**src/source/lockstep_pkg.sv**
```systemverilog
package lockstep_pkg;

  parameter int unsigned WORD_W = 32;
  parameter int unsigned INTG_W = 7;
  parameter int unsigned CNT_W  = 8;

  // Keeps an all-zero word from carrying all-zero check bits
  parameter logic [INTG_W-1:0] INTG_INVERT = 7'h2A;

  typedef logic [WORD_W-1:0] word_t;
  typedef logic [INTG_W-1:0] intg_t;
  typedef logic [CNT_W-1:0]  count_t;

  // Valid bit on top of the data word
  typedef logic [WORD_W:0] beat_t;

  // Sum on top of the beat count
  typedef logic [WORD_W+CNT_W-1:0] state_t;

  // Detect-only code over one data word
  function automatic intg_t intg_encode(input word_t data);
    intg_t code;
    code = '0;
    for (int i = 0; i < WORD_W; i++) begin
      for (int k = 0; k < 5; k++) begin
        if (i[k]) begin
          code[k] = code[k] ^ data[i];
        end
      end
    end
    // Half-word and overall parity
    code[5] = ^data[15:0];
    code[6] = ^data;
    return code ^ INTG_INVERT;
  endfunction

endpackage

```
**src/source/bus_intg_unit.sv**
```systemverilog
`timescale 1ns/1ns

module bus_intg_unit import lockstep_pkg::*; (
  input  logic  clk_i,
  input  logic  rst_ni,
  input  logic  rvalid_i,
  input  word_t rdata_i,
  input  intg_t rdata_intg_i,
  input  word_t wdata_i,
  output intg_t wdata_intg_o,
  output logic  intg_err_o
);

  logic  rvalid_q;
  word_t rdata_q;
  intg_t rdata_intg_q;
  intg_t rdata_intg_calc;

  always_ff @(posedge clk_i or negedge rst_ni) begin
    if (!rst_ni) begin
      rvalid_q <= 1'b0;
    end else begin
      rvalid_q <= rvalid_i;
    end
  end

  // Beat payload and its check bits
  always_ff @(posedge clk_i) begin
    rdata_q      <= rdata_i;
    rdata_intg_q <= rdata_intg_i;
  end

  //////////////////////////////////////////////////////////////////////////
  // Read check
  //////////////////////////////////////////////////////////////////////////

  assign rdata_intg_calc = intg_encode(rdata_q);
  assign intg_err_o      = rvalid_q & (rdata_intg_calc != rdata_intg_q);

  //////////////////////////////////////////////////////////////////////////
  // Write generation
  //////////////////////////////////////////////////////////////////////////

  // Same cycle as the word itself
  assign wdata_intg_o = intg_encode(wdata_i);

endmodule

```
**src/source/lockstep_compare.sv**
```systemverilog
`timescale 1ns/1ns

module lockstep_compare import lockstep_pkg::*; #(
  parameter int unsigned LOCKSTEP_OFFSET = 2
) (
  input  logic   clk_i,
  input  logic   rst_ni,
  input  logic   cmp_en_i,
  input  word_t  core_sum_i,
  input  count_t core_cnt_i,
  input  word_t  shadow_sum_i,
  input  count_t shadow_cnt_i,
  output logic   mismatch_o
);

  // Extra cycle matches the shadow output register
  localparam int unsigned OUTPUTS_OFFSET = LOCKSTEP_OFFSET + 1;

  state_t core_state;
  state_t core_state_dly;
  state_t shadow_state_q;

  assign core_state = {core_sum_i, core_cnt_i};

  lockstep_delay #(
    .payload_t (state_t),
    .DEPTH     (OUTPUTS_OFFSET)
  ) u_core_delay (
    .clk_i  (clk_i),
    .rst_ni (rst_ni),
    .data_i (core_state),
    .data_o (core_state_dly)
  );

  // Shadow state register
  always_ff @(posedge clk_i) begin
    shadow_state_q <= {shadow_sum_i, shadow_cnt_i};
  end

  assign mismatch_o = cmp_en_i & (shadow_state_q != core_state_dly);

endmodule

```
**src/source/lockstep_delay.sv**
```systemverilog
`timescale 1ns/1ns

module lockstep_delay #(
  parameter type         payload_t = logic,
  parameter int unsigned DEPTH     = 2
) (
  input  logic     clk_i,
  input  logic     rst_ni,
  input  payload_t data_i,
  output payload_t data_o
);

  // Stage 0 takes the new payload, the last stage drives the output
  payload_t stage_q [DEPTH];

  always_ff @(posedge clk_i or negedge rst_ni) begin
    if (!rst_ni) begin
      for (int i = 0; i < DEPTH; i++) begin
        stage_q[i] <= '0;
      end
    end else begin
      stage_q[0] <= data_i;
      for (int i = 1; i < DEPTH; i++) begin
        stage_q[i] <= stage_q[i-1];
      end
    end
  end

  assign data_o = stage_q[DEPTH-1];

endmodule

```
**src/source/lockstep_reset_seq.sv**
```systemverilog
`timescale 1ns/1ns

module lockstep_reset_seq #(
  parameter int unsigned LOCKSTEP_OFFSET = 2
) (
  input  logic clk_i,
  input  logic rst_ni,
  output logic shadow_rst_no,
  output logic cmp_en_o
);

  localparam int unsigned RST_CNT_W = $clog2(LOCKSTEP_OFFSET);

  logic [RST_CNT_W-1:0] rst_cnt_d, rst_cnt_q;
  logic                 rst_set_d, rst_set_q;
  logic                 cmp_en_q;

  // Saturates once the shadow has waited out the offset
  assign rst_set_d = (rst_cnt_q == RST_CNT_W'(LOCKSTEP_OFFSET - 1));
  assign rst_cnt_d = rst_set_d ? rst_cnt_q : (rst_cnt_q + RST_CNT_W'(1));

  always_ff @(posedge clk_i or negedge rst_ni) begin
    if (!rst_ni) begin
      rst_cnt_q <= '0;
      rst_set_q <= 1'b0;
      cmp_en_q  <= 1'b0;
    end else begin
      rst_cnt_q <= rst_cnt_d;
      rst_set_q <= rst_set_d;
      // Shadow outputs pass one more register before the compare
      cmp_en_q  <= rst_set_q;
    end
  end

  assign shadow_rst_no = rst_set_q;
  assign cmp_en_o      = cmp_en_q;

endmodule

```
**src/source/lockstep_top.sv**
```systemverilog
`timescale 1ns/1ns

module lockstep_top import lockstep_pkg::*; #(
  parameter int unsigned LOCKSTEP_OFFSET = 2
) (
  input  logic   clk_i,
  input  logic   rst_ni,
  input  logic   rvalid_i,
  input  word_t  rdata_i,
  input  intg_t  rdata_intg_i,
  input  word_t  core_sum_i,
  input  count_t core_cnt_i,
  output intg_t  wdata_intg_o,
  output logic   alert_major_o
);

  logic   shadow_rst_n;
  logic   cmp_en;
  logic   intg_err;
  logic   mismatch;
  beat_t  beat_in;
  beat_t  beat_dly;
  word_t  shadow_sum;
  count_t shadow_cnt;

  //////////////////////////////////////////////////////////////////////////
  // Reset sequencing
  //////////////////////////////////////////////////////////////////////////

  lockstep_reset_seq #(
    .LOCKSTEP_OFFSET (LOCKSTEP_OFFSET)
  ) u_reset_seq (
    .clk_i         (clk_i),
    .rst_ni        (rst_ni),
    .shadow_rst_no (shadow_rst_n),
    .cmp_en_o      (cmp_en)
  );

  //////////////////////////////////////////////////////////////////////////
  // Input side
  //////////////////////////////////////////////////////////////////////////

  assign beat_in = {rvalid_i, rdata_i};

  lockstep_delay #(
    .payload_t (beat_t),
    .DEPTH     (LOCKSTEP_OFFSET)
  ) u_beat_delay (
    .clk_i  (clk_i),
    .rst_ni (rst_ni),
    .data_i (beat_in),
    .data_o (beat_dly)
  );

  // Integrity is checked on the live beat, not the delayed one
  bus_intg_unit u_bus_intg (
    .clk_i        (clk_i),
    .rst_ni       (rst_ni),
    .rvalid_i     (rvalid_i),
    .rdata_i      (rdata_i),
    .rdata_intg_i (rdata_intg_i),
    .wdata_i      (core_sum_i),
    .wdata_intg_o (wdata_intg_o),
    .intg_err_o   (intg_err)
  );

  //////////////////////////////////////////////////////////////////////////
  // Shadow unit
  //////////////////////////////////////////////////////////////////////////

  shadow_checksum u_shadow (
    .clk_i    (clk_i),
    .rst_ni   (shadow_rst_n),
    .rvalid_i (beat_dly[WORD_W]),
    .rdata_i  (beat_dly[WORD_W-1:0]),
    .sum_o    (shadow_sum),
    .cnt_o    (shadow_cnt)
  );

  //////////////////////////////////////////////////////////////////////////
  // Output side
  //////////////////////////////////////////////////////////////////////////

  lockstep_compare #(
    .LOCKSTEP_OFFSET (LOCKSTEP_OFFSET)
  ) u_compare (
    .clk_i        (clk_i),
    .rst_ni       (rst_ni),
    .cmp_en_i     (cmp_en),
    .core_sum_i   (core_sum_i),
    .core_cnt_i   (core_cnt_i),
    .shadow_sum_i (shadow_sum),
    .shadow_cnt_i (shadow_cnt),
    .mismatch_o   (mismatch)
  );

  assign alert_major_o = mismatch | intg_err;

endmodule

```
**src/source/shadow_checksum.sv**
```systemverilog
`timescale 1ns/1ns

module shadow_checksum import lockstep_pkg::*; (
  input  logic   clk_i,
  input  logic   rst_ni,
  input  logic   rvalid_i,
  input  word_t  rdata_i,
  output word_t  sum_o,
  output count_t cnt_o
);

  word_t  sum_d, sum_q;
  count_t cnt_d, cnt_q;

  // Rotate left by one, fold in the beat
  always_comb begin
    sum_d = sum_q;
    cnt_d = cnt_q;
    if (rvalid_i) begin
      sum_d = {sum_q[WORD_W-2:0], sum_q[WORD_W-1]} ^ rdata_i;
      cnt_d = cnt_q + count_t'(1);
    end
  end

  // Held at zero while the shadow reset is asserted
  always_ff @(posedge clk_i or negedge rst_ni) begin
    if (!rst_ni) begin
      sum_q <= '0;
      cnt_q <= '0;
    end else begin
      sum_q <= sum_d;
      cnt_q <= cnt_d;
    end
  end

  assign sum_o = sum_q;
  assign cnt_o = cnt_q;

endmodule

```
**config.mk**
```make
export PLATFORM = sky130hd
export DESIGN_NAME = lockstep_top
export DESIGN_NICKNAME = d
export VERILOG_FILES = /design/src/source/lockstep_pkg.sv /design/src/source/bus_intg_unit.sv /design/src/source/lockstep_compare.sv /design/src/source/lockstep_delay.sv /design/src/source/lockstep_reset_seq.sv /design/src/source/lockstep_top.sv /design/src/source/shadow_checksum.sv
export SDC_FILE = /design/constraint.sdc
export NUM_CORES = 1
export LEC_CHECK = 0
export BUFFER_PORTS_ARGS = -buffer_cell sky130_fd_sc_hd__buf_2
export CAP_MARGIN = 20
export CORE_ASPECT_RATIO = 1.4
export CORE_MARGIN = 2
export CORE_UTILIZATION = 58
export CTS_CLUSTER_SIZE = 20
export DETAILED_ROUTE_END_ITERATION = 7
export PLACE_DENSITY_LB_ADDON = 0.1
export SYNTH_ARGS = -nofsm -noshare
export SYNTH_HDL_FRONTEND = slang
export SYNTH_HIERARCHICAL = 1
export SYNTH_SLANG_ARGS = --single-unit
```
**constraint.sdc**
```tcl
create_clock -name clk_i -period 2.7 [get_ports clk_i]
set_input_delay 0.135 -clock clk_i [delete_from_list [all_inputs] [get_ports clk_i]]
set_output_delay 0.135 -clock clk_i [all_outputs]
set_load 0.05 [all_outputs]
```
==> metrics <==
Avg WL per Cell=16.4 µm; Hold Crit Class=input port to async pin; post-route setup slack=-133 ps; Startpoint Class=register; status=finished with violations; largest net degree at the start of global routing=78; Sw Pwr=3.03 mW; Reg-to-Reg End=u_shadow/sum_o[3]; area grow syn2layout=21.8%; Final HPWL DP=11.9 mm; Yosys warning count=6; Clock Path Buffers=3; FF-to-FF setup slack=1270 ps; Layout Nets=897; FMAX=353 MHz; period utilization=1.05; Sw Share=0.265; grt ovf=0; clock sink count=309; Reg2Reg Depth=3; Pre-antenna DRT Iters=4; clock latency on the worst-skew pair=530 ps; Max IR drop VDD=664 µV; syn nets=766; Syn Area/Cell=15.0 µm²; clk slew on worst S/H paths=60 ps; Seq cells post-synth=309; num ports=90; grt met1 use=0.246; RSZ-0062 raised after global routing=yes; Crit path required time=2570 ps; final hold slack=211 ps; Synth Cell Area=10200 µm²; row count=57; RR Startpoint=u_beat_delay/data_o[32]; Flop pwr share=0.481; CTS HTree Levels=1; Setup crit start=u_bus_intg/rdata_q[8]; post-synth top area cell=dfrtp_1; Port-buffer cells=89; Root Buffer Master=clkbuf_16; Vias=4893; Max Cap Viol=0; CTS tree=yes; synth unique cells=25; Arr. time, crit path=2700 ps; P_int=8.41 mW; Clock Skews=13.5 ps; TritonCTS buffer count=27; Final Max Slew Viols=0; Initial Utilization=0.591; PwrDens=916 nW/µm²; initial drt markers=205; minimum clock period=2830 ps; DP Area=10400 µm²; vias in the first global route=5534; violated checks=negative setup slack; Die Y=161 µm; Hold Vio Cnt, Final=0; Core Region=17300 µm²; Worst slew margin=0.523; fin area=12500 µm²; initial antenna violation count=0; final setup violation count=1; top cell type's share of synthesized area=0.562; Worst-Margin Slew=715 ps; sequential fraction of the synthesis area=0.716; RD Place Congestion=0.807; Critical Path Sink=alert_major_o; via/cell ratio=4.57; ANT nets after route=0; post-route DRC violation count=0; GR Util met2=0.366; Most Crowded Layer GR=met2; CP Capture Type=output pin; Ant. Diodes=0; Gate Count Post-Synth=683; Combinational Power Share=0.169; first-pass GRT wire length=28.3 mm; share of cells above drive strength 1=0.224; total track usage=0.201; static leakage=5.44 nW; CP Max Fanout=2; critical path class=register to output pin; Detailed Route WL=17.6 mm; die area=18800 µm²; Area contributors post-synth=dfrtp_1, dfxtp_1, xnor2_1, buf_4, xor2_1; Clk pwr share=0.349; GR Layer Usage met3=0.0274; Die X=116 µm
[how the worst min path moves through the flow]
stage                    start                                 end  slack [ps]  cells past startpoint
3_3_place_gp            rst_ni             u_beat_delay/data_o[30]         210                      1
6_report                rst_ni             u_beat_delay/data_o[30]         210                      2
5_1_grt          core_cnt_i[2]  u_compare/u_core_delay/stage_q[82]         240                      2
4_1_cts        rdata_intg_i[1]          u_bus_intg/rdata_intg_q[1]         220                      2
2_1_floorplan           rst_ni              u_beat_delay/data_o[0]        -160                      0
3_5_place_dp            rst_ni             u_beat_delay/data_o[29]         220                      1
[cells in the mapped netlist (all sizes together)]
cell,n
mux2,1
dfxtp,79
a21oi,32
nand2,3
xor2,54
dfrtp,230
and3,2
buf,81
xnor2,137
nor3,2
conb,1
nand4,8
nor2,37
o41a,2
ha,1
nor4,8
or2,1
xnor3,3
xor3,1
[timing repair]
action,in CTS,in global routing
endpoints found under the setup margin,1,2
endpoints found under the hold margin,188,0
pin swaps,17,4
resized for setup,29,8
setup buffers,8,0
hold buffers,81,0
[metrics by stage]
stage	utilization	setup TNS [ps]	setup WS, ps	std cells	total power [mW]
2_1_floorplan	-	0	258	683	6.89
3_3_place_gp	0.602	0	199	932	7.33
3_5_place_dp	0.602	0	175	932	7.36
4_1_cts	0.717	-147	-147	1071	11.5
5_1_grt	0.720	-226	-226	1071	11.9
6_report	0.720	-133	-133	1071	11.4
[metal layers]
metal	vias to the layer above	wire (µm)
met1	2443	6940
li1	2342	-
met4	0	411
met3	30	454
met2	78	9750
met5	-	0
[kinds of logic (layout without fill, tap and decap cells)]
kind of cell	after synthesis	after routing	synth area share
other cells	1	1	0.000366
simple gates	61	61	0.0283
flops	309	309	0.716
mux	1	1	0.00147
buf+inv	81	233	0.0601
xor+xnor	195	195	0.175
compound gates	34	34	0.0178
fa+ha+maj	1	1	0.00122
[state kept, by name, indices dropped and copies added, names as in the netlist]
| signal | count |
|---|---|
| u_compare/shadow_state_q | 40 |
| u_bus_intg/rdata_intg_q | 7 |
| u_bus_intg/rdata_q | 32 |
| u_bus_intg/rvalid_q | 1 |
| u_compare/u_core_delay/stage_q | 80 |
| u_shadow/sum_o | 32 |
| u_reset_seq/cmp_en_o | 1 |
| u_beat_delay/data_o | 33 |
| u_beat_delay/stage_q | 33 |
| u_shadow/cnt_o | 8 |
| u_compare/u_core_delay/data_o | 40 |
| u_reset_seq/shadow_rst_no | 1 |
| u_reset_seq/rst_cnt_q | 1 |
[cells in the final DEF (no fill, tap or decap), types with 2 or more instances in the layout]
master | netlist | routed
clkbuf_8 | 0 | 6
buf_12 | 0 | 2
o41a_1 | 2 | 2
nor2_1 | 37 | 37
clkinvlp_4 | 0 | 2
xnor2_4 | 0 | 2
clkbuf_16 | 0 | 27
xor2_1 | 53 | 49
and3_1 | 2 | 2
clkinv_2 | 0 | 6
dfrtp_1 | 230 | 229
xnor3_1 | 3 | 3
buf_6 | 4 | 3
dfxtp_2 | 0 | 7
dfxtp_1 | 79 | 71
xnor2_1 | 135 | 118
a21oi_1 | 32 | 32
nand2_1 | 3 | 3
buf_2 | 3 | 87
clkbuf_1 | 0 | 3
xnor2_2 | 2 | 17
dlygate4sd3_1 | 0 | 81
buf_4 | 74 | 10
xor2_2 | 1 | 4
nand4_1 | 7 | 7
nor4_1 | 8 | 7
bufinv_16 | 0 | 4
[power by group through the flow]
| stage | combinational (mW) | clock [mW] | sequential (mW) |
|---|---|---|---|
| finish | 1.94 | 3.99 | 5.51 |
| global placement | 1.74 | 0 | 5.59 |
| CTS | 1.93 | 4.08 | 5.52 |
| global route | 2.08 | 4.29 | 5.57 |
| floorplan | 1.45 | 0 | 5.45 |
| detailed placement | 1.77 | 0 | 5.59 |
[worst max-delay path: stages, from the launching register on]
cell     delay (ps)
dfxtp_4         360
xor2_4          190
xnor2_2         150
xnor2_2         220
xor3_2          380
nor3_2          150
nor2_1           60
o41a_1          290
or2_1           220
buf_6           160
[area by class of cell]
| class | instances | area (µm²) |
|---|---|---|
| Clock inverter | 14 | 183 |
| Multi-Input combinational cell | 293 | 2490 |
| Timing Repair Buffer | 183 | 1400 |
| Clock buffer | 36 | 769 |
| Fill cell | 1150 | 4850 |
| Sequential cell | 309 | 7350 |
| Tap cell | 236 | 295 |
No activity file was read; power rests on OpenSTA's default activity.
